### src/logic/core_pkg.sv
/*
  Shared definitions for the OSD system block: CPU bus widths,
  region map, register offsets, OSD colours and the bus structs.
*/
package core_pkg;

  //////////////////////////////////////////////////////////////////////
  // cpu bus
  //////////////////////////////////////////////////////////////////////
  localparam int ADDR_W = 32;
  localparam int DATA_W = 32;
  localparam int STRB_W = 4;

  // pixel width
  localparam int RGB_W = 24;

  // region select, top address nibble
  localparam logic [3:0] REGION_RAM = 4'h1;
  localparam logic [3:0] REGION_REG = 4'h3;
  localparam logic [3:0] REGION_LOAD = 4'h5;

  // register byte offsets
  localparam logic [7:0] REG_OSD_CTRL = 8'h00;
  localparam logic [7:0] REG_KBD_LO = 8'h04;
  localparam logic [7:0] REG_KBD_HI = 8'h08;
  localparam logic [7:0] REG_C64_CTRL = 8'h0c;

  // bit 0 enable, bit 1 short window
  localparam int OSD_CTRL_W = 2;
  localparam int C64_CTRL_W = 7;
  localparam int KBD_MASK_W = 64;

  // scratch ram depth in words
  localparam int RAM_WORDS_AW = 10;

  // beam counters
  localparam int OSD_X_W = 9;
  localparam int OSD_Y_W = 9;

  localparam logic [RGB_W-1:0] OSD_FG_RGB = 24'hff_ff_ff;
  localparam logic [RGB_W-1:0] OSD_BG_RGB = 24'h30_40_50;

  //////////////////////////////////////////////////////////////////////
  // structs
  //////////////////////////////////////////////////////////////////////
  typedef struct packed {
    logic              valid;
    logic [ADDR_W-1:0] addr;
    logic [DATA_W-1:0] wdata;
    logic [STRB_W-1:0] wstrb;
  } cpu_req_t;

  typedef struct packed {
    logic hs;
    logic vs;
    logic de;
  } vid_sync_t;

  // memories filled by the loader
  typedef enum logic [2:0] {
    LOAD_RAM,
    LOAD_BASIC,
    LOAD_CHAR,
    LOAD_KERNAL,
    LOAD_DRIVE,
    LOAD_CART
  } load_target_t;

  typedef struct packed {
    logic         we;
    load_target_t target;
    logic [23:0]  addr;
    logic [7:0]   data;
  } load_wr_t;

endpackage
### src/logic/rom_loader.sv
/*
  ROM/RAM loader: turns a byte-strobed CPU write into one
  registered byte write to the emulator memory its address selects.
*/
`timescale 1ns/1ps

module rom_loader (
  input  logic               clk,
  input  logic               rst,
  input  logic               i_sel,
  input  core_pkg::cpu_req_t i_cpu,
  output core_pkg::load_wr_t o_load
);
  import core_pkg::*;

  load_target_t tgt;
  logic         tgt_ok;
  logic [1:0]   lane;
  logic         one_hot;
  logic         hit;
  logic         we_q;
  load_target_t tgt_q;
  logic [23:0]  addr_q;
  logic [7:0]   data_q;

  // target from the upper address half
  always_comb begin
    tgt_ok = 1'b1;
    case (i_cpu.addr[31:16])
      16'h5000: tgt = LOAD_RAM;
      16'h5001: tgt = LOAD_BASIC;
      16'h5002: tgt = LOAD_CHAR;
      16'h5003: tgt = LOAD_KERNAL;
      16'h5004: tgt = LOAD_DRIVE;
      default: begin
        // whole 0x51 page is cartridge space
        tgt    = LOAD_CART;
        tgt_ok = (i_cpu.addr[31:24] == 8'h51);
      end
    endcase
  end

  // byte lane of a one-hot strobe
  always_comb begin
    one_hot = 1'b1;
    case (i_cpu.wstrb)
      4'b0001: lane = 2'd0;
      4'b0010: lane = 2'd1;
      4'b0100: lane = 2'd2;
      4'b1000: lane = 2'd3;
      default: begin
        lane    = 2'd0;
        one_hot = 1'b0;
      end
    endcase
  end

  assign hit = i_sel && one_hot && tgt_ok;

  always_ff @(posedge clk) begin
    if (rst) begin
      we_q <= 1'b0;
    end else begin
      we_q <= hit;
    end
  end

  always_ff @(posedge clk) begin
    if (hit) begin
      tgt_q  <= tgt;
      addr_q <= {i_cpu.addr[23:2], lane};
      data_q <= i_cpu.wdata[lane*8 +: 8];
    end
  end

  assign o_load = '{we: we_q, target: tgt_q, addr: addr_q, data: data_q};

endmodule

### config.mk
export PLATFORM = sky130hd
export DESIGN_NAME = rom_loader
export DESIGN_NICKNAME = d
export VERILOG_FILES = /design/src/logic/core_pkg.sv /design/src/logic/rom_loader.sv
export SDC_FILE = /design/constraint.sdc
export NUM_CORES = 1
export LEC_CHECK = 0
export BUFFER_PORTS_ARGS = -buffer_cell sky130_fd_sc_hd__buf_2
export CAP_MARGIN = 20
export CORE_MARGIN = 2
export CORE_UTILIZATION = 37
export DETAILED_ROUTE_END_ITERATION = 8
export MAX_ROUTING_LAYER = met4
export PLACE_DENSITY = 0.76
export RECOVER_POWER = 25
export SYNTH_ARGS = -nofsm -noshare
export SYNTH_HDL_FRONTEND = slang
export SYNTH_SLANG_ARGS = --single-unit
### constraint.sdc
create_clock -name clk -period 4.1 [get_ports clk]
set_input_delay 0.82 -clock clk [delete_from_list [all_inputs] [get_ports clk]]
set_output_delay 0.82 -clock clk [all_outputs]
set_load 0.01 [all_outputs]
==> implementation parameters <==
Parameter                              Value

Global routing
  First-pass GRT wire length ... between 5 and 6 mm
  Number of global-route vias before repair ... about 1100
  Maximum number of pins on one net before global-route repair ... 36
  Global-route total usage across every layer ... 0.176
  Global-route congestion overflow total ... 0
  Antenna violations before repair ... 0

Setup path
  CP Data Required Time ... 4040 ps
  Largest driver fanout on the critical path ... 35
  Type of the worst setup path ... in -> reg
  Element type at the critical path start ... input port
  Worst Setup End Kind ... flop
  Critical path data arrival time ... 2320 ps

Final layout
  Fraction of the core area covered by cells at the end of the flow ... 0.542
  Non-Filler Instances ... between 200 and 300
  Footprint of the multi-input gates ... roughly 450 sq um
  Number of nets in the layout ... 287
  Fillers ... 368
  Antenna Cells ... 0
  Reg area ... roughly 1100 sq um
  Layout Area Growth over Synthesis ... 40.7%
  Layout cells sized above 1 ... 0.498

Timing
  Top achievable clock speed ... 0.421 GHz
  Worst slack on hold paths ... around 700 ps
  Number of hold violations in the final report ... 0
  Unrepaired setup endpoints after global routing ... no
  Remaining max-slew budget at the tightest pin ... 0.344
  Tmin final ... ~2400 ps
  Setup tns final ... 0 ps
  Period utilization ... 0.580
  Transition time at the pin with the least slew margin ... around 980 ps
  Number of max-slew violations in the final report ... 0
  Endpoints failing setup ... 0

Logic synthesis
  Seq cells post-synth ... 36
  Ranking of synthesized cells by area ... edfxtp_1, a32oi_1, o21ai_0
  Portion of the post-synthesis area used by sequential elements ... 0.690
  Ranking of synthesized cells by instance count ... edfxtp_1, o21ai_0, a32oi_1
  Area share of the largest cell type after synthesis ... 0.677
  Avg Inst Size Synth ... 14.2 sq um
  Synthesized cell area ... 1550 sq um
  Count of different cell masters after synthesis ... 26
  Mapped Nets ... 181
  Most instantiated library cell after synthesis ... edfxtp_1
  Number of enable-type register cells in the synthesized netlist ... 35
  Syn Inst Count ... between 100 and 150
  Fraction of registers with async set/reset ... 0
  YS warnings ... 0
  Top_reg_cell synth ... edfxtp_1
  Post-synth top area cell ... edfxtp_1

Place
  Half-perimeter wire length after placement ... roughly 3.2 mm
  Placer congestion estimate ... about 0.76
  Buffers added on ports ... between 100 and 150
  Placed Instances ... about 260

Status
  Status ... complete, no violations

CTS
  Max clock buf depth ... 2
  H-tree depth reported by CTS ... 2
  Number of CTS-inserted buffers ... 5
  TritonCTS sink count ... 36
  Register clock-pin slew on the reported worst setup and hold paths ... approximately 70 ps
  Clk Tree Root Cell ... clkbuf_8
  CTS resizes ... 0
  Number of buffers inserted to repair setup after CTS ... 0
  Number of hold buffers added after CTS ... 0
  TritonCTS clock tree ... yes

Power and ir drop
  Static power due to leakage ... 0.849 nW
  Peak supply drop ... around 0.00011 V
  Cell area power density ... approximately 330 nW/um^2
  Overall power ... 0.720 mW

Detailed routing
  Router iterations before antenna repair ... 4
  Remaining design rule violation count ... 0
  Per-cell routed wire length ... around 16 um
  Number of nets with antenna violations after detailed routing ... 0
  Vias ... 1383
  First-iteration detailed-routing DRC count ... between 100 and 150
  Via/cell ratio ... around 5.2
  Detailed Route WL ... about 4.2 mm

Floorplanning
  Floorplan Core Area ... 4030 sq um
  Floorplan row count ... 23
  Initial Util ... 0.385
  Number of ports placed on the die boundary ... approximately 110
  Height of the die ... ~70 um
  Die Outline Area ... about 4700 sq um
  Floorplan die width ... ~69 um

Run
  Number of maximum-capacitance constraint violations ... 0

Hold path
  Sink of the worst hold path ... addr_q[8]$_DFFE_PP_
  Startpoint of the tightest hold check path ... i_cpu[44]
  Worst hold path type ... in -> reg
  Number of cells traversed by the worst hold path ... 1
==> power by group <==
group	internal [mW]	total (mW)	switching, mW
Clock	0.115	0.233	0.118
Combinational	0.0368	0.0821	0.0453
Sequential	0.404	0.404	0.0000550
Total	0.557	0.720	0.163
==> how the worst max path moves through the flow <==
stage | startpoint | depth (start not counted) | to
6_report | i_cpu[1] | 5 | data_q[5]$_DFFE_PP_
5_1_grt | i_cpu[1] | 5 | data_q[7]$_DFFE_PP_
4_1_cts | i_cpu[1] | 5 | addr_q[0]$_DFFE_PP_
3_5_place_dp | i_cpu[1] | 5 | addr_q[8]$_DFFE_PP_
3_3_place_gp | i_cpu[1] | 5 | addr_q[2]$_DFFE_PP_
2_1_floorplan | i_cpu[0] | 3 | addr_q[0]$_DFFE_PP_
==> layer usage <==
| layer | wire (um) | vias to the layer above | track usage |
|---|---|---|---|
| met5 | 0 | - | - |
| met4 | 80 | 0 | 0.0809 |
| met3 | 460 | 7 | 0.0552 |
| met2 | 1960 | 75 | 0.278 |
| met1 | 1670 | 644 | 0.205 |
| li1 | - | 657 | - |
==> cells by family (layout without fill, tap and decap cells) <==
kind of cell | count (synthesis) | in the layout | share of synthesized area
AO/OA/AOI/OAI | 36 | 36 | 0.160
XOR/XNOR | 4 | 4 | 0.0322
buffers and inverters | 7 | 113 | 0.0250
flip-flops | 36 | 36 | 0.690
AND/OR/NAND/NOR | 26 | 26 | 0.0935
==> sequential cells by signal (all words and copies together), names as in the netlist <==
| register | flops |
|---|---|
| addr_q | 24 |
| we_q | 1 |
| tgt_q | 3 |
| data_q | 8 |
==> area by class of cell <==
class,instances,share of cell area
Clock buffer,6,0.0332
Clock inverter,1,0.00229
Multi-Input combinational cell,66,0.208
Sequential cell,36,0.490
Tap cell,50,0.0286
Timing Repair Buffer,106,0.238
==> critical path, cell delays in order <==
cell and delay, ps:
buf_2 140, nor2_1 450, a22oi_1 280, nor3_4 200, buf_4 410
==> through the flow <==
step	area, sq um	worst slack (ps)
after floorplan	1560	856
after global placement	2120	1450
after detailed placement	2120	1420
after CTS	2190	1720
after global routing	2180	1560
final	2180	1720
==> layout by cell type (no fill, tap or decap), drive strengths merged <==
cell    synthesis  routed
buf             4      95
edfxtp         35      35
o21ai          17      17
clkbuf          3      17
a32oi          16      16
nand3           9       9
nor2            5       5
xor2            3       3
or2             2       2
nor4            2       2
nor3            2       2
and2            1       1
xnor2           1       1
nor4bb          1       1
nand4           1       1
a211o           1       1
nor3b           1       1
a31oi           1       1
a22oi           1       1
nand2           1       1
nand2b          1       1
clkinv          0       1
dfxtp           1       1
Power figures use the tool's default switching activity.
