**src/logic/core_pkg.sv**
```systemverilog
/*
  Shared definitions for the OSD system block: CPU bus widths,
  region map, register offsets, OSD colours and the bus structs.
*/
package core_pkg;

  //////////////////////////////////////////////////////////////////////
  // cpu bus
  //////////////////////////////////////////////////////////////////////
  localparam int ADDR_W = 32;
  localparam int DATA_W = 32;
  localparam int STRB_W = 4;

  // pixel width
  localparam int RGB_W = 24;

  // region select, top address nibble
  localparam logic [3:0] REGION_RAM = 4'h1;
  localparam logic [3:0] REGION_REG = 4'h3;
  localparam logic [3:0] REGION_LOAD = 4'h5;

  // register byte offsets
  localparam logic [7:0] REG_OSD_CTRL = 8'h00;
  localparam logic [7:0] REG_KBD_LO = 8'h04;
  localparam logic [7:0] REG_KBD_HI = 8'h08;
  localparam logic [7:0] REG_C64_CTRL = 8'h0c;

  // bit 0 enable, bit 1 short window
  localparam int OSD_CTRL_W = 2;
  localparam int C64_CTRL_W = 7;
  localparam int KBD_MASK_W = 64;

  // scratch ram depth in words
  localparam int RAM_WORDS_AW = 10;

  // beam counters
  localparam int OSD_X_W = 9;
  localparam int OSD_Y_W = 9;

  localparam logic [RGB_W-1:0] OSD_FG_RGB = 24'hff_ff_ff;
  localparam logic [RGB_W-1:0] OSD_BG_RGB = 24'h30_40_50;

  //////////////////////////////////////////////////////////////////////
  // structs
  //////////////////////////////////////////////////////////////////////
  typedef struct packed {
    logic              valid;
    logic [ADDR_W-1:0] addr;
    logic [DATA_W-1:0] wdata;
    logic [STRB_W-1:0] wstrb;
  } cpu_req_t;

  typedef struct packed {
    logic hs;
    logic vs;
    logic de;
  } vid_sync_t;

  // memories filled by the loader
  typedef enum logic [2:0] {
    LOAD_RAM,
    LOAD_BASIC,
    LOAD_CHAR,
    LOAD_KERNAL,
    LOAD_DRIVE,
    LOAD_CART
  } load_target_t;

  typedef struct packed {
    logic         we;
    load_target_t target;
    logic [23:0]  addr;
    logic [7:0]   data;
  } load_wr_t;

endpackage
```
**src/logic/ctrl_regs.sv**
```systemverilog
/*
  Control register block: OSD control, emulator control and the
  64-bit keyboard mask. Full-word writes only, with readback.
*/
`timescale 1ns/1ps

module ctrl_regs (
  input  logic                                 clk,
  input  logic                                 rst,
  input  logic                                 i_sel,
  input  core_pkg::cpu_req_t                   i_cpu,
  output logic [core_pkg::DATA_W-1:0]          o_rdata,
  output logic [core_pkg::OSD_CTRL_W-1:0]      o_osd_ctrl,
  output logic [core_pkg::C64_CTRL_W-1:0]      o_c64_ctrl,
  output logic [core_pkg::KBD_MASK_W-1:0]      o_keyboard_mask
);
  import core_pkg::*;

  logic [7:0]            ofs;
  logic                  wr_full;
  logic [OSD_CTRL_W-1:0] osd_ctrl_q;
  logic [C64_CTRL_W-1:0] c64_ctrl_q;
  logic [KBD_MASK_W-1:0] kbd_mask_q;

  assign ofs = i_cpu.addr[7:0];

  // partial strobes never touch a register
  assign wr_full = i_sel && (i_cpu.wstrb == '1);

  always_ff @(posedge clk) begin
    if (rst) begin
      osd_ctrl_q <= '0;
      c64_ctrl_q <= '0;
      kbd_mask_q <= '0;
    end else if (wr_full) begin
      case (ofs)
        REG_OSD_CTRL: osd_ctrl_q <= i_cpu.wdata[OSD_CTRL_W-1:0];
        REG_KBD_LO:   kbd_mask_q[DATA_W-1:0] <= i_cpu.wdata;
        REG_KBD_HI:   kbd_mask_q[KBD_MASK_W-1:DATA_W] <= i_cpu.wdata;
        REG_C64_CTRL: c64_ctrl_q <= i_cpu.wdata[C64_CTRL_W-1:0];
        default: ;
      endcase
    end
  end

  // readback, zero-extended
  always_comb begin
    case (ofs)
      REG_OSD_CTRL: o_rdata = DATA_W'(osd_ctrl_q);
      REG_KBD_LO:   o_rdata = kbd_mask_q[DATA_W-1:0];
      REG_KBD_HI:   o_rdata = kbd_mask_q[KBD_MASK_W-1:DATA_W];
      REG_C64_CTRL: o_rdata = DATA_W'(c64_ctrl_q);
      default:      o_rdata = '0;
    endcase
  end

  assign o_osd_ctrl      = osd_ctrl_q;
  assign o_c64_ctrl      = c64_ctrl_q;
  assign o_keyboard_mask = kbd_mask_q;

endmodule

```
**config.mk**
```make
export PLATFORM = sky130hd
export DESIGN_NAME = ctrl_regs
export DESIGN_NICKNAME = d
export VERILOG_FILES = /design/src/logic/core_pkg.sv /design/src/logic/ctrl_regs.sv
export SDC_FILE = /design/constraint.sdc
export NUM_CORES = 1
export LEC_CHECK = 0
export ABC_CLOCK_PERIOD_IN_PS = 3500
export BUFFER_PORTS_ARGS = -buffer_cell sky130_fd_sc_hd__buf_2
export CORE_MARGIN = 2
export CORE_UTILIZATION = 30
export DETAILED_ROUTE_END_ITERATION = 6
export SKIP_CTS_REPAIR_TIMING = 1
export SKIP_LAST_GASP = 1
export SYNTH_ARGS = -nofsm -noshare
export SYNTH_HDL_FRONTEND = slang
export SYNTH_SLANG_ARGS = --single-unit
```
**constraint.sdc**
```tcl
create_clock -name clk -period 3.5 [get_ports clk]
set_input_delay 0.35 -clock clk [delete_from_list [all_inputs] [get_ports clk]]
set_output_delay 0.35 -clock clk [all_outputs]
set_load 0.02 [all_outputs]
```
==> results of run 1 <==
-- kinds of logic after synthesis --
kind of cell / Yosys count
compound gates: 30
buf+inv: 30
flops: 73
mux: 80
simple gates: 153
-- cell type report --
type	count	area, um2
clock buffer	13	250
clock inverter	3	40.0
fill	1204	7190
multi-input combinational	263	1990
sequential	73	1460
tap	147	184
timing repair buffer	157	801
-- state kept, by name, indices dropped and copies added, names as in the netlist --
signal           count
o_keyboard_mask     64
o_c64_ctrl           7
o_osd_ctrl           2
-- worst max-delay path: cells and delay by family --
kind	cells	cell delay, ns
buf+inv	3	0.80
simple gates	2	0.72
compound gates	1	0.10
-- power by group --
part / total [mW] / internal [mW] / switching (mW) / leakage, nW
combinational: 0.104 / 0.0486 / 0.0557 / 1.56
sequential: 0.831 / 0.831 / 0.0000698 / 0.588
clock: 0.903 / 0.570 / 0.334 / 0.144
total: 1.84 / 1.45 / 0.390 / 2.29
-- synth_stat cells, types with 3 or more instances --
master	count
a22oi_1	30
buf_12	3
clkbuf_1	22
dfxtp_1	73
mux2_2	5
mux2i_1	73
nand2b_1	105
nand4_1	3
nor2_1	31
-- how the worst min path moves through the flow --
stage | end | depth (start not counted) | from
5_1_grt | o_keyboard_mask[8] | 3 | i_cpu[12]
3_3_place_gp | o_keyboard_mask[44] | 2 | o_keyboard_mask[44]
4_1_cts | o_keyboard_mask[24] | 3 | i_cpu[28]
3_5_place_dp | o_keyboard_mask[44] | 2 | o_keyboard_mask[44]
6_report | o_keyboard_mask[24] | 3 | i_cpu[28]
2_1_floorplan | o_keyboard_mask[10] | 2 | i_cpu[14]
-- routing by layer --
layer	share of wire	vias up	GRT usage
met5	0	-	0
met4	0.022	0	0.0715
met3	0.040	13	0.0197
met2	0.48	90	0.246
met1	0.45	1479	0.188
li1	-	1536	-
-- metrics by stage --
step                      area [um2]  total power [mW]
after global placement          4430             0.951
after global routing            4720              1.91
after detailed placement        4430             0.955
after CTS                       4720              1.87
after floorplan                 3620             0.911
final                           4720              1.84
-- cells in the final DEF (no fill, tap or decap), types with 2 or more instances in the layout --
cell and instances:
a22oi_1 30, dfxtp_1 73, mux2_2 5, mux4_2 2, buf_2 151, nor2b_2 2
and4b_1 2, buf_4 6, clkinv_2 2, nand2b_1 105, clkbuf_16 9, nor2_1 31
mux2i_1 73, nand4_1 3, clkbuf_1 3, and3_2 2
==> flow_summary.ini, run 1 <==
[run_status]
outcome = complete, no violations

[yosys]
synth_top_family_by_area = simple AND/OR/NAND/NOR gates
synth.avg_cell_area_um2 = 9.90
yosys.area.top_type_share = 0.403
number_of_warnings_printed_during_yosys_synthesis = 0
synth-compound-area-share = 0.0621
synth.mux.area_fraction = 0.230
post_synth_edffs = 0
synth_sequential_area_ratio = 0.403
synth_area_leaders = dfxtp_1 40%, mux2i_1 20%, nand2b_1 18%, a22oi_1 6.2%, nor2_1 3.2%
synth-adder-area-share = 0
synthesis.area_um2 = 3620
post_synth_inst_count = 366
yosys.area_share.simple = 0.255
post_synth_arst_share = 0
synth_fp_nets = 438
synth_cell_types = 25
synth_top_cell_by_area = dfxtp_1
dominantRegCellSynth = dfxtp_1
post_synth_xor_area_fraction = 0
yosys_register_bits = 73

[critical_path]
slowest_delay_ns = 0.61
worst_r2r_path_depth = 2
r2r-start = o_keyboard_mask[24]
path_class = primary input to primary output
worstPathRequired_ns = 3.15
timing.critical_path.fanout_max = 18
worstSetupStartpoint = i_cpu[38]
worstSetupEndpoint = o_rdata[23]
crit_path_frequent_cell = buf_2
worst_setup_path_end_kind = primary output
crit_arrival_ns = 1.98
rr_endpoint = o_keyboard_mask[24]
cp_cell_sequence = buf_2 -> nor2b_2 -> buf_4 -> a22oi_1 -> nor2_1 -> buf_2
slowest_stage = nor2b_2
setup.worst_path.start_class = primary input
timing.reg2reg.setup_slack_ns = 2.85

[routing]
route.final.wire_length_um = 9610
routed_wire_length_per_instance_um = 14.6
remaining_drc_errors = 0
drt.antenna.violating_nets = 0
drt-initial-drc-count = 122
vias_per_cell = 4.75
vias = 3118
first_pass_iters = 4

[global_routing]
vias_in_the_first_global_route = 2978
groute.usage.overall = 0.147
maximum_number_of_pins_on_one_net_before_global_route_repair = 60
antenna_violations_before_repair = 0
wire_length_of_the_first_global_routing_pass_um = 15200
grt_overflow_total = 0

[floorplanning]
horizontal_die_dimension_um = 114
die_area_um2 = 13000
floorplan_die_height_um = 114
placementRows = 40
initial_core_util = 0.304
core_region_area_um2 = 11900
boundaryPins = 177

[job]
max-cap-violations = 0

[cts]
insertion_delay_of_the_later_clocked_pin_in_the_worst_skew_pair_ns = 0.33
clk_root_buffer_cell = clkbuf_16
numClockSinks = 73
tritoncts.num_buffers = 9
worst_setup_hold_path_clk_slew_ns = 0.06
clock_path_buffers = 2
tritoncts = yes
htree_num_levels = 3

[sta]
final-max-slew-violation-count = 0
fmaxAchievable_mhz = 430
worst_hold_slack_ns = 0.306
rsz_0062_raised_after_global_routing = no
fin_tns_setup_ns = 0
final.min_clock_period_ns = 2.33
worst_slew_pin_slew_ns = 0.749
final.period_utilization = 0.665
fin_worst_skew_ns = 0
report.final.hold_viol_count = 0
setup_violations = 0
slew_headroom = 0.501
timing.final.ws_setup_ns = 1.17

[finish]
antenna_cells_inserted = 0
postLayoutCoreUtil = 0.396
finalNonFillerCells = 656
final_net_count = 576
area.growth.synth_to_final_pct = 30.3
layout-drive-gt1-share = 0.363

[pwr]
powerDensity_nw_per_um2 = 389
ir_worst_vdd_v = 0.000174
leakage_nw = 2.29

[worst_hold_path]
worstHoldPathType = primary input to flop

[placement]
buffer_ports.inserted = 151
placed_cells_incl_taps = 640
hpwl_um = 6800
dp_slack_ns = 1.10
globalplace.congestion = 0.747
(Power assumes the default switching activity.)
==> run 2: changes to the inputs <==
ABC_AREA = 1   (was unset)
ABC_CLOCK_PERIOD_IN_PS = 1900   (was 3500)
clock period = 1.9 ns   (was 3.5 ns; I/O delays follow)
==> flow_summary.ini, run 2 <==
[floorplanning]
core_region_area_um2 = 11900
floorplan_die_height_um = 114
horizontal_die_dimension_um = 114
placementRows = 40
initial_core_util = 0.305
boundaryPins = 177
die_area_um2 = 13000

[routing]
routed_wire_length_per_instance_um = 11.4
drt-initial-drc-count = 217
first_pass_iters = 4
vias = 3937
route.final.wire_length_um = 9780
vias_per_cell = 4.59
drt.antenna.violating_nets = 0
remaining_drc_errors = 0

[critical_path]
crit_arrival_ns = 1.41
worst_setup_path_end_kind = primary output
worstPathRequired_ns = 1.71
cp_cell_sequence = buf_2 -> nor2_1 -> nand2_1 -> nor2_4 -> buf_4 -> nand2_1 -> nand2_1 -> inv_1 -> nand2_1 -> buf_2
crit_path_frequent_cell = nand2_1
slowest_delay_ns = 0.26
slowest_stage = nor2_4
timing.critical_path.fanout_max = 13
path_class = primary input to primary output
setup.worst_path.start_class = primary input

[yosys]
synth_top_cell_by_area = dfxtp_1
synth_sequential_area_ratio = 0.402
number_of_warnings_printed_during_yosys_synthesis = 0
yosys_register_bits = 73
post_synth_arst_share = 0
synth_top_cells_by_count = 184 x nand2_1, 82 x nor2_1, 79 x nand3_1
post_synth_inst_count = 578
dominantRegCellSynth = dfxtp_1
synth_area_leaders = dfxtp_1 40%, nand2_1 19%, nand3_1 11%, a21oi_1 10%, nor2_1 8.5%
synthesis.area_um2 = 3630
synth_cell_types = 13
synth.avg_cell_area_um2 = 6.29
synth_fp_nets = 650
post_synth_edffs = 0
library_cell_with_the_highest_instance_count_after_synthesis = nand2_1
yosys.area.top_type_share = 0.402

[finish]
final_net_count = 777
layout-drive-gt1-share = 0.256
area.growth.synth_to_final_pct = 34.0
antenna_cells_inserted = 0
post-route-cell-area_um2 = 4870
finalNonFillerCells = 857
layout.cells.most_common = nand2_1
layout.cells.most_common_list = 184 x nand2_1, 151 x buf_2, 81 x nor2_1
largest_reg_flops = 64

[cts]
insertion_delay_of_the_later_clocked_pin_in_the_worst_skew_pair_ns = 0.33
tritoncts = yes
clock_path_buffers = 2
tritoncts.num_buffers = 9
htree_num_levels = 3
worst_setup_hold_path_clk_slew_ns = 0.06
clk_root_buffer_cell = clkbuf_16
numClockSinks = 73

[global_routing]
gr-max-usage-layer = met2
global_route.usage.met2 = 0.246
groute.usage.overall = 0.150
grt_use_met3 = 0.0529
maximum_number_of_pins_on_one_net_before_global_route_repair = 74
globalRouteMet1Util = 0.185
wire_length_of_the_first_global_routing_pass_um = 16000
grt_overflow_total = 0
vias_in_the_first_global_route = 3481
antenna_violations_before_repair = 0

[sta]
setup_violations = 0
fin_worst_skew_ns = 0
fin_tns_setup_ns = 0
worst_hold_slack_ns = 0.187
slew_headroom = 0.726
final.min_clock_period_ns = 1.60
report.final.hold_viol_count = 0
final-max-slew-violation-count = 0
worst_slew_pin_slew_ns = 0.409
final.period_utilization = 0.842
rsz_0062_raised_after_global_routing = no
fmaxAchievable_mhz = 625

[pwr]
leakage_nw = 2.55
powerDensity_nw_per_um2 = 779
report.power.total_mw = 3.80
ir_worst_vdd_v = 0.000463

[job]
max-cap-violations = 0

[placement]
place_area_um2 = 4500
globalplace.congestion = 0.778
hpwl_um = 6580
buffer_ports.inserted = 151
placed_cells_incl_taps = 841

[run_status]
outcome = complete, no violations

[worst_hold_path]
worstHoldPathType = primary input to flop
==> run 2: cell types whose count changed after synthesis, moves of 24 or more <==
| cell | before | now |
|---|---|---|
| nand2b_1 | 105 | 0 |
| a21oi_1 | 0 | 73 |
| nand3_1 | 0 | 79 |
| inv_1 | 0 | 38 |
| a22oi_1 | 30 | 0 |
| nand2_1 | 1 | 184 |
| buf_2 | 1 | 25 |
| nor2_1 | 31 | 82 |
| mux2i_1 | 73 | 0 |
==> run 2: worst max-delay path, delay by kind of cell <==
kind | cells | cell delay (ns)
buffers and inverters | 4 | 0.52
AND/OR/NAND/NOR | 6 | 0.70
==> run 2: layer usage <==
layer,share of wire,routed length (um),vias up
met4,0.0093,91,0
met3,0.074,719,8
met2,0.46,4480,97
li1,-,-,2079
met1,0.46,4500,1753
met5,0,0,-
==> run 2: cell families (layout without fill, tap and decap cells) <==
logic type	after synthesis	count (layout)	share of synthesized area
buffers and inverters	85	217	0.108
DFF	73	73	0.402
AOI/OAI and AO/OA	73	73	0.101
and+or+nand+nor	347	347	0.390
==> run 2: final timing paths <==
| path | from | end | slack [ns] | cells after the start |
|---|---|---|---|---|
| worst min register to register | o_keyboard_mask[9] | o_keyboard_mask[9] | 0.50 | 2 |
| worst max-delay path | i_cpu[41] | o_rdata[1] | 0.30 | 10 |
| worst min-delay path | i_cpu[13] | o_keyboard_mask[41] | 0.19 | 5 |
| worst max register to register | o_c64_ctrl[0] | o_c64_ctrl[0] | 1.28 | 2 |
==> run 2: area by class of cell <==
| type | count | area [um2] |
|---|---|---|
| timing repair buffer | 161 | 918 |
| tap | 147 | 184 |
| clock inverter | 7 | 143 |
| fill | 1287 | 7040 |
| multi-input combinational | 420 | 1790 |
| inverter | 40 | 150 |
| clock buffer | 9 | 225 |
| sequential | 73 | 1460 |
==> run 2: where the power goes <==
group | switching, mW | leakage [nW] | internal, mW
logic | 0.106 | 1.78 | 0.0700
clock network | 0.671 | 0.180 | 1.42
registers | 0.000230 | 0.588 | 1.53
==> run 2: metrics by stage <==
| step | util | worst slack, ns |
|---|---|---|
| final | 0.409 | 0.300 |
| after global routing | 0.409 | 0.156 |
| after CTS | 0.409 | 0.282 |
| after detailed placement | 0.378 | 0.288 |
| after global placement | 0.378 | 0.306 |
| after floorplan | - | 0.577 |
