File: src/logic/core_pkg.sv
/*
  Shared definitions for the OSD system block: CPU bus widths,
  region map, register offsets, OSD colours and the bus structs.
*/
package core_pkg;

  //////////////////////////////////////////////////////////////////////
  // cpu bus
  //////////////////////////////////////////////////////////////////////
  localparam int ADDR_W = 32;
  localparam int DATA_W = 32;
  localparam int STRB_W = 4;

  // pixel width
  localparam int RGB_W = 24;

  // region select, top address nibble
  localparam logic [3:0] REGION_RAM = 4'h1;
  localparam logic [3:0] REGION_REG = 4'h3;
  localparam logic [3:0] REGION_LOAD = 4'h5;

  // register byte offsets
  localparam logic [7:0] REG_OSD_CTRL = 8'h00;
  localparam logic [7:0] REG_KBD_LO = 8'h04;
  localparam logic [7:0] REG_KBD_HI = 8'h08;
  localparam logic [7:0] REG_C64_CTRL = 8'h0c;

  // bit 0 enable, bit 1 short window
  localparam int OSD_CTRL_W = 2;
  localparam int C64_CTRL_W = 7;
  localparam int KBD_MASK_W = 64;

  // scratch ram depth in words
  localparam int RAM_WORDS_AW = 10;

  // beam counters
  localparam int OSD_X_W = 9;
  localparam int OSD_Y_W = 9;

  localparam logic [RGB_W-1:0] OSD_FG_RGB = 24'hff_ff_ff;
  localparam logic [RGB_W-1:0] OSD_BG_RGB = 24'h30_40_50;

  //////////////////////////////////////////////////////////////////////
  // structs
  //////////////////////////////////////////////////////////////////////
  typedef struct packed {
    logic              valid;
    logic [ADDR_W-1:0] addr;
    logic [DATA_W-1:0] wdata;
    logic [STRB_W-1:0] wstrb;
  } cpu_req_t;

  typedef struct packed {
    logic hs;
    logic vs;
    logic de;
  } vid_sync_t;

  // memories filled by the loader
  typedef enum logic [2:0] {
    LOAD_RAM,
    LOAD_BASIC,
    LOAD_CHAR,
    LOAD_KERNAL,
    LOAD_DRIVE,
    LOAD_CART
  } load_target_t;

  typedef struct packed {
    logic         we;
    load_target_t target;
    logic [23:0]  addr;
    logic [7:0]   data;
  } load_wr_t;

endpackage
File: src/logic/osd_overlay.sv
/*
  On-screen display overlay. Tracks the beam, fetches one glyph byte
  per 8 pixels from the scratch RAM and shifts it out over the
  emulated picture. Sync and colour leave two cycles late.
*/
`timescale 1ns/1ps

module osd_overlay (
  input  logic                            clk,
  input  logic                            rst,
  input  core_pkg::vid_sync_t             i_vid,
  input  logic [core_pkg::RGB_W-1:0]      i_c64_rgb,
  input  logic [core_pkg::OSD_CTRL_W-1:0] i_osd_ctrl,
  output logic                            o_fetch,
  output logic [10:0]                     o_fetch_addr,
  input  logic [core_pkg::DATA_W-1:0]     i_ram_rdata,
  output core_pkg::vid_sync_t             o_vid,
  output logic [core_pkg::RGB_W-1:0]      o_rgb
);
  import core_pkg::*;

  logic [OSD_X_W-1:0] x_q;
  logic [OSD_Y_W-1:0] y_q;
  logic               win;
  logic               fetch_p;
  logic [1:0]         lane_p;
  logic [7:0]         glyph;
  logic [7:0]         shift_q;
  vid_sync_t          vid_d1;
  vid_sync_t          vid_d2;
  logic               win_d1;
  logic               win_d2;
  logic [RGB_W-1:0]   rgb_d1;
  logic [RGB_W-1:0]   rgb_d2;

  //////////////////////////////////////////////////////////////////////
  // beam counters
  //////////////////////////////////////////////////////////////////////
  always_ff @(posedge clk) begin
    if (rst) begin
      x_q <= '0;
      y_q <= '0;
    end else begin
      if (i_vid.hs) begin
        x_q <= '0;
      end else if (i_vid.de) begin
        x_q <= x_q + 1'b1;
      end
      // step once per line, only after visible pixels
      if (i_vid.vs) begin
        y_q <= '0;
      end else if (i_vid.hs && x_q != '0) begin
        y_q <= y_q + 1'b1;
      end
    end
  end

  // 256 pixels wide, 64 or 8 lines high
  assign win = i_osd_ctrl[0] && i_vid.de && (x_q < OSD_X_W'(256)) &&
               (i_osd_ctrl[1] ? (y_q < OSD_Y_W'(8)) : (y_q < OSD_Y_W'(64)));

  assign o_fetch      = win && (x_q[2:0] == 3'd0);
  assign o_fetch_addr = {y_q[5:0], x_q[7:3]};

  //////////////////////////////////////////////////////////////////////
  // glyph shifter and delay line
  //////////////////////////////////////////////////////////////////////
  always_ff @(posedge clk) begin
    if (rst) begin
      fetch_p <= 1'b0;
      vid_d1  <= '0;
      vid_d2  <= '0;
      win_d1  <= 1'b0;
      win_d2  <= 1'b0;
    end else begin
      fetch_p <= o_fetch;
      vid_d1  <= i_vid;
      vid_d2  <= vid_d1;
      win_d1  <= win;
      win_d2  <= win_d1;
    end
  end

  // ram word arrives one cycle after the fetch
  assign glyph = i_ram_rdata[lane_p*8 +: 8];

  always_ff @(posedge clk) begin
    lane_p <= o_fetch_addr[1:0];
    rgb_d1 <= i_c64_rgb;
    rgb_d2 <= rgb_d1;
    if (fetch_p) begin
      shift_q <= glyph;
    end else begin
      shift_q <= {shift_q[6:0], 1'b0};
    end
  end

  // msb first
  always_comb begin
    if (!vid_d2.de) begin
      o_rgb = '0;
    end else if (win_d2) begin
      o_rgb = shift_q[7] ? OSD_FG_RGB : OSD_BG_RGB;
    end else begin
      o_rgb = rgb_d2;
    end
  end

  assign o_vid = vid_d2;

endmodule

File: config.mk
export PLATFORM = sky130hd
export DESIGN_NAME = osd_overlay
export DESIGN_NICKNAME = d
export VERILOG_FILES = /design/src/logic/core_pkg.sv /design/src/logic/osd_overlay.sv
export SDC_FILE = /design/constraint.sdc
export NUM_CORES = 1
export LEC_CHECK = 0
export BUFFER_PORTS_ARGS = -buffer_cell sky130_fd_sc_hd__buf_2
export CORE_MARGIN = 2
export CORE_UTILIZATION = 45
export DETAILED_ROUTE_END_ITERATION = 7
export PLACE_DENSITY = 0.79
export SLEW_MARGIN = 20
export SYNTH_ARGS = -nofsm -noshare
export SYNTH_HDL_FRONTEND = slang
export SYNTH_SLANG_ARGS = --single-unit
File: constraint.sdc
create_clock -name clk -period 2.1 [get_ports clk]
set_clock_uncertainty 0.05 [all_clocks]
set_input_delay 0.42 -clock clk [delete_from_list [all_inputs] [get_ports clk]]
set_output_delay 0.42 -clock clk [all_outputs]
set_load 0.05 [all_outputs]
==> results of run 1 <==
==> cell families after synthesis <==
kind of cell / Yosys count / synth area share
XOR/XNOR: 10 / 0.0296
AND/OR/NAND/NOR: 77 / 0.149
buffers and inverters: 26 / 0.0482
AO/OA/AOI/OAI: 42 / 0.0947
adder cells (fa/ha/maj): 3 / 0.0127
flip-flops: 85 / 0.575
multiplexers: 16 / 0.0909
==> placed cells by master (no fill, tap or decap), types with 2 or more instances in the layout <==
master and instances:
sky130_fd_sc_hd__nand2b_1 20, sky130_fd_sc_hd__a21boi_0 4, sky130_fd_sc_hd__nand4_1 7, sky130_fd_sc_hd__xor2_1 5
sky130_fd_sc_hd__buf_2 100, sky130_fd_sc_hd__or2_2 2, sky130_fd_sc_hd__inv_1 2, sky130_fd_sc_hd__dfxtp_1 85
sky130_fd_sc_hd__a21boi_2 14, sky130_fd_sc_hd__o31ai_1 2, sky130_fd_sc_hd__mux2_2 7, sky130_fd_sc_hd__or3_1 5
sky130_fd_sc_hd__o21a_1 5, sky130_fd_sc_hd__clkbuf_8 9, sky130_fd_sc_hd__nand2_1 10, sky130_fd_sc_hd__a21oi_1 9
sky130_fd_sc_hd__ha_1 3, sky130_fd_sc_hd__o21ai_0 5, sky130_fd_sc_hd__nor4b_2 2, sky130_fd_sc_hd__buf_4 5
sky130_fd_sc_hd__inv_6 4, sky130_fd_sc_hd__mux4_2 8, sky130_fd_sc_hd__nor2_1 13, sky130_fd_sc_hd__nor3_1 2
sky130_fd_sc_hd__xnor2_1 5, sky130_fd_sc_hd__nor2b_1 7, sky130_fd_sc_hd__nand3_1 2
==> power groups by stage <==
stage | registers (mW) | logic, mW | clock network (mW)
floorplan | 1.74 | 0.145 | 0
global placement | 1.74 | 0.229 | 0
detailed placement | 1.74 | 0.236 | 0
CTS | 1.70 | 0.238 | 1.06
global route | 1.71 | 0.255 | 1.14
finish | 1.70 | 0.234 | 1.03
==> repair_timing <==
item / in CTS / in global routing
setup endpoints to repair: 1 / 1
gates resized for setup: 1 / 1
pin swaps: 0 / 0
==> state kept, by name (all words and copies together) (netlist names) <==
register / cells
x_q: 9
o_vid: 3
rgb_d1: 24
win_d1: 1
vid_d1: 3
rgb_d2: 24
lane_p: 2
y_q: 9
shift_q: 8
win_d2: 1
fetch_p: 1
==> routing by layer <==
| metal | share of wire | GRT usage | wire length, um | vias to the layer above |
|---|---|---|---|---|
| li1 | - | - | - | 1058 |
| met5 | 0 | 0 | 0 | - |
| met1 | 0.44 | 0.191 | 2340 | 970 |
| met4 | 0.026 | 0.0750 | 141 | 0 |
| met3 | 0.064 | 0.0409 | 344 | 14 |
| met2 | 0.47 | 0.262 | 2540 | 70 |
==> worst max-delay path: stages (launching register included) <==
cell and delay, ns:
sky130_fd_sc_hd__dfxtp_1 0.36, sky130_fd_sc_hd__nor4b_2 0.30, sky130_fd_sc_hd__nand4b_1 0.20, sky130_fd_sc_hd__nor2_2 0.13, sky130_fd_sc_hd__buf_4 0.20
==> cell type report <==
class,instances,area (um2),share of cell area
Inverter,2,7.51,0.00203
Clock buffer,9,124,0.0335
Tap cell,77,96.3,0.0260
Sequential cell,85,1700,0.460
Timing Repair Buffer,105,538,0.145
Clock inverter,7,56.3,0.0152
Multi-Input combinational cell,148,1180,0.318
==> stage by stage <==
step	instance area [um2]	util	instances	total power [mW]	hold WS (ns)
floorplan	3010	-	259	1.89	0.260
global placement	3510	0.553	417	1.97	0.260
detailed placement	3510	0.553	417	1.98	0.262
CTS	3690	0.582	433	3.01	0.103
global route	3700	0.583	433	3.11	0.0996
finish	3700	0.583	433	2.97	0.120
==> final timing paths <==
check | from | to | slack (ns) | cells after the start
max | x_q[8]$_SDFFE_PP0P_ | o_fetch | 0.1 | 4
min | i_c64_rgb[9] | rgb_d1[9]$_DFF_P_ | 0.12 | 1
max reg2reg | x_q[0]$_SDFFE_PP0P_ | y_q[5]$_SDFFE_PP0P_ | 0.17 | 6
min reg2reg | rgb_d1[13]$_DFF_P_ | rgb_d2[13]$_DFF_P_ | 0.28 | 0
==> flow_summary.ini, run 1 <==
[outcome]
run_status = complete, no violations

[sta]
worst_slew_pin_slew_ns = 0.488
rsz0062_at_grt = no
finalSetupViolations = 0
hold_viol_final = 0
setup_ws_ns = 0.0992
maxClockFrequency_ghz = 0.500
fin_crit_ns = 2.00
slew_headroom = 0.674
report.final.slew_viol_count = 0
setup-tns-final_ns = 0
timing.final.crit_share = 0.953

[global_route]
grt.overflow.total = 0
pin_count_of_the_biggest_net_entering_global_routing = 26
grt_first_pass_wirelength_mm = 9.11
antenna_found_initial = 0
grt_pass1_vias = 2061
grt.total_usage = 0.158

[floorplanning]
die_y_um = 85.1
coreArea_um2 = 6350
design.die.area_um2 = 7240
num_rows = 29
die_w_um = 85.1
pin_count = 102
initial_utilization = 0.466

[flow_run]
max-cap-violations = 0

[power_and_ir_drop]
areal_power_density_over_the_cells_nw_per_um2 = 802
power.net_switching_mw = 0.730
seqPwrFrac = 0.574
max-vdd-ir-drop_uv = 418
share_comb_of_total_power = 0.079
internal_power_mw = 2.24
power.clock.fraction = 0.347
total_leakage_power_nw = 1.62
p_sw_frac = 0.246

[synthesis]
post-synth-top-area-cell = sky130_fd_sc_hd__dfxtp_1
syn_area_um2 = 2960
synth-edff-count = 0
most_used_standard_cells_in_the_synthesized_netlist = 85 x sky130_fd_sc_hd__dfxtp_1, 20 x sky130_fd_sc_hd__nand2b_1, 19 x sky130_fd_sc_hd__a21boi_0
synthDistinctLibCells = 36
synthesis.nets = 325
synth_area_leaders = sky130_fd_sc_hd__dfxtp_1 58%, sky130_fd_sc_hd__mux4_2 6.1%, sky130_fd_sc_hd__a21boi_0 4.8%
synth_warnings = 0
ys_seq_area_frac = 0.575
synth.ff_latch_count = 85
number_of_standard_cells_after_synthesis = 259
area_share_of_the_leading_cell_type_in_the_synthesized_netlist = 0.575
avg_inst_size_synth_um2 = 11.4
ys_dominant_reg_cell = sky130_fd_sc_hd__dfxtp_1
ys_async_sr_fraction = 0
yosysMostFrequentCell = sky130_fd_sc_hd__dfxtp_1

[clocking]
root_buffer = sky130_fd_sc_hd__clkbuf_8
ctsLongestPathBuffers = 2
postCtsSetupRepairBufs = 0
cts_num_sinks = 85
clock_insertion_delay_worst_skew_ns = 0.34
cts.hold.buffers_added = 0
cts.reportedPaths.clkPinSlew_ns = 0.09
ctsHtreeMaxLevel = 3
tritoncts_clock_tree = yes
number_of_buffers_added_by_the_clock_tree_synthesis_step = 9

[detailed_routing]
drt-total-wl_mm = 5.37
route.vias.total = 2112
detail_route.first_pass.iterations = 4
drt_iter0_drc = 40
drt-wirelength-per-cell_um = 12.4
routed_via_count_divided_by_cell_count = 4.88
detail_route.drc_violations = 0
postRouteAntennaNets = 0

[worst_setup_path]
worst-setup-path-type = flip-flop to primary output
critical_path_required_ns = 1.63
cp-start-kind = flip-flop
largest_fanout_on_the_critical_path = 3
cp-end-kind = primary output
timing.critical_path.arrival_ns = 1.53

[final_layout]
layout-drive-gt1-share = 0.438
insertedDiodeCount = 0
nNetsFinal = 417
filler_cell_count = 549
area.growth.synth_to_final_pct = 25.0

[place]
placement.io_buffers = 101
dpl.hpwl_mm = 4.03
dp_worst_setup_slack_ns = 0.0905
finalWeightedCongestion = 0.805

[min_path]
min_delay_worst_type = input port to flip-flop
Power figures use the tool's default switching activity.
==> inputs of run 2 (changes only) <==
--- a/config.mk
+++ b/config.mk
@@ -6,10 +6,12 @@
 export NUM_CORES = 1
 export LEC_CHECK = 0
 export BUFFER_PORTS_ARGS = -buffer_cell sky130_fd_sc_hd__buf_2
+export CAP_MARGIN = 20
 export CORE_MARGIN = 2
-export CORE_UTILIZATION = 45
+export CORE_UTILIZATION = 49
 export DETAILED_ROUTE_END_ITERATION = 7
-export PLACE_DENSITY = 0.79
+export GPL_TIMING_DRIVEN = 0
+export PLACE_DENSITY = 0.84
 export SLEW_MARGIN = 20
 export SYNTH_ARGS = -nofsm -noshare
 export SYNTH_HDL_FRONTEND = slang
==> run 2 against run 1 <==
Against the previous run: wire length increased by 5.5%; register-to-register slack improved by 0.04 ns; setup slack improved by 0.034 ns; core utilization increased by 7.8 points; combinational power increased by 4%; sequential power about the same; sequential share of layout area decreased by 2.2 points; non-clock buffer count increased by 19; final area increased by 5.1%; clock-buffer cell count unchanged; via count increased by 3.2%; cell count increased by 3.9%; critical path type unchanged; critical endpoint unchanged; highest routed layer unchanged.
==> flow_summary.ini, run 2 (synthesis gave the netlist of run 1 again) <==
[detailed_routing]
route.vias.total = 2179
top_layer_used = met4
detailroute.wirelength.met3_um = 267
detail_route.drc_violations = 0
routed_via_count_divided_by_cell_count = 4.84
detail_route.wirelength.met1_mm = 2.32
detail_route.first_pass.iterations = 4
drt_iter0_drc = 66
dr_wl_met2_mm = 2.95
drt-total-wl_mm = 5.67
postRouteAntennaNets = 0
drt-wirelength-per-cell_um = 12.6

[sta]
setup_ws_ns = 0.133
slew_headroom = 0.675
timing.final.crit_share = 0.937
rsz0062_at_grt = no
fin_crit_ns = 1.97
worst_slew_pin_slew_ns = 0.488
report.final.slew_viol_count = 0
finalSetupViolations = 0
maxClockFrequency_ghz = 0.508
hold_viol_final = 0

[floorplanning]
die_w_um = 81.7
die_y_um = 81.7
design.die.area_um2 = 6680
num_rows = 28
initial_utilization = 0.503
coreArea_um2 = 5890
pin_count = 102

[worst_setup_path]
crit-reg2reg-capture = y_q[6]$_SDFFE_PP0P_
critical-path-max-stage-delay_ns = 0.38
cp-start-kind = flip-flop
cp-end-kind = primary output
cp_slowest_cell = sky130_fd_sc_hd__dfxtp_1
worst-r2r-setup-slack_ns = 0.21
reg2reg_depth = 7
largest_fanout_on_the_critical_path = 6
worst-setup-path-type = flip-flop to primary output
critical_path_required_ns = 1.63
timing.critical_path.arrival_ns = 1.50
regToRegStartpoint = x_q[0]$_SDFFE_PP0P_
cp_num_buf_inv = 1
timing.critical_path.cells = o31ai_2 > nand4b_1 > nor2_2 > buf_4
critical_path_s_top_delay_family = flip-flops

[power_and_ir_drop]
seqPwrFrac = 0.529
power.net_switching_mw = 0.742
total_leakage_power_nw = 1.73
max-vdd-ir-drop_uv = 577
share_comb_of_total_power = 0.075
internal_power_mw = 2.48
power.clock.fraction = 0.395
post-layout-total-power_mw = 3.22
p_sw_frac = 0.230
areal_power_density_over_the_cells_nw_per_um2 = 828

[min_path]
min-delay-start = i_c64_rgb[9]
min_delay_worst_type = input port to flip-flop
destination_of_the_worst_hold_path = rgb_d1[9]$_DFF_P_
hold_path_cell_cnt = 1

[global_route]
grt_first_pass_wirelength_mm = 8.99
pin_count_of_the_biggest_net_entering_global_routing = 17
antenna_found_initial = 0
grt.overflow.total = 0
grt_pass1_vias = 2103
grt.total_usage = 0.178

[final_layout]
nNetsFinal = 436
post-route-util = 0.661
area.growth.synth_to_final_pct = 31.4
layout-drive-gt1-share = 0.461
reg.largest.list = rgb_d1: 24 flops, rgb_d2: 24 flops
insertedDiodeCount = 0
final_cell_mix = 92 x sky130_fd_sc_hd__buf_2, 84 x sky130_fd_sc_hd__dfxtp_1, 22 x sky130_fd_sc_hd__buf_4
layout.cells.most_common = sky130_fd_sc_hd__buf_2
filler_cell_count = 469

[clocking]
clock_insertion_delay_worst_skew_ns = 0.35
cts_num_sinks = 85
tritoncts_clock_tree = yes
ctsHtreeMaxLevel = 3
root_buffer = sky130_fd_sc_hd__clkbuf_8
ctsLongestPathBuffers = 2
number_of_buffers_added_by_the_clock_tree_synthesis_step = 9
cts.reportedPaths.clkPinSlew_ns = 0.09
cts.hold.buffers_added = 0

[place]
dp_worst_setup_slack_ns = 0.0218
dpl.hpwl_mm = 4.21
placement.io_buffers = 100
finalWeightedCongestion = 0.815

[flow_run]
max-cap-violations = 0

[outcome]
run_status = complete, no violations
## run 2: cell types whose count changed in the layout (fill, tap and decap cells not counted), sizes merged
cell,before,now
buf,105,116
clkbuf,9,17
bufinv,0,2
clkinv,2,1
clkinvlp,1,0
## run 2: worst max path at each step
stage | endpoint | cells after the start | start
2_1_floorplan | o_rgb[0] | 1 | o_vid[0]$_SDFF_PP0_
3_3_place_gp | o_rgb[16] | 4 | win_d2$_SDFF_PP0_
3_5_place_dp | o_rgb[16] | 4 | win_d2$_SDFF_PP0_
4_1_cts | o_rgb[21] | 3 | o_vid[0]$_SDFF_PP0_
5_1_grt | o_fetch | 4 | y_q[3]$_SDFFE_PP0P_
6_report | o_fetch | 4 | y_q[3]$_SDFFE_PP0P_
## run 2: cell type report
cell class,instances,area (um2),share of cell area
inverter,2,7.51,0.00193
clock inverter,7,100,0.0257
buffer,24,144,0.0370
clock buffer,9,124,0.0319
sequential,85,1700,0.438
tap,75,93.8,0.0241
multi-input combinational,148,1190,0.306
timing repair buffer,100,528,0.136
## run 2: timing repair
item                                    in CTS  in global routing
resized for setup                           15                 11
setup buffers                                0                  0
pin swaps                                    0                  1
endpoints found under the setup margin      14                 21
## run 2: per-stage QoR
stage,cells,setup TNS (ns),hold slack (ns),instance area (um2)
CTS,450,0,0.0975,3870
global route,450,0,0.0917,3890
floorplan,259,-1.17,0.260,3010
global placement,434,0,0.260,3610
finish,450,0,0.116,3890
detailed placement,434,0,0.262,3610
## run 2: routing by layer
| layer | up-vias | global-route usage |
|---|---|---|
| li1 | 1102 | - |
| met1 | 1005 | 0.185 |
| met2 | 59 | 0.325 |
| met3 | 13 | 0.0462 |
| met4 | 0 | 0.102 |
| met5 | - | 0 |
## run 2: power groups by stage
stage / sequential (mW) / clock, mW / combinational (mW)
after floorplan: 1.74 / 0 / 0.145
after global placement: 1.74 / 0 / 0.232
after detailed placement: 1.74 / 0 / 0.238
after CTS: 1.71 / 1.31 / 0.244
after global routing: 1.71 / 1.38 / 0.263
final: 1.71 / 1.27 / 0.243
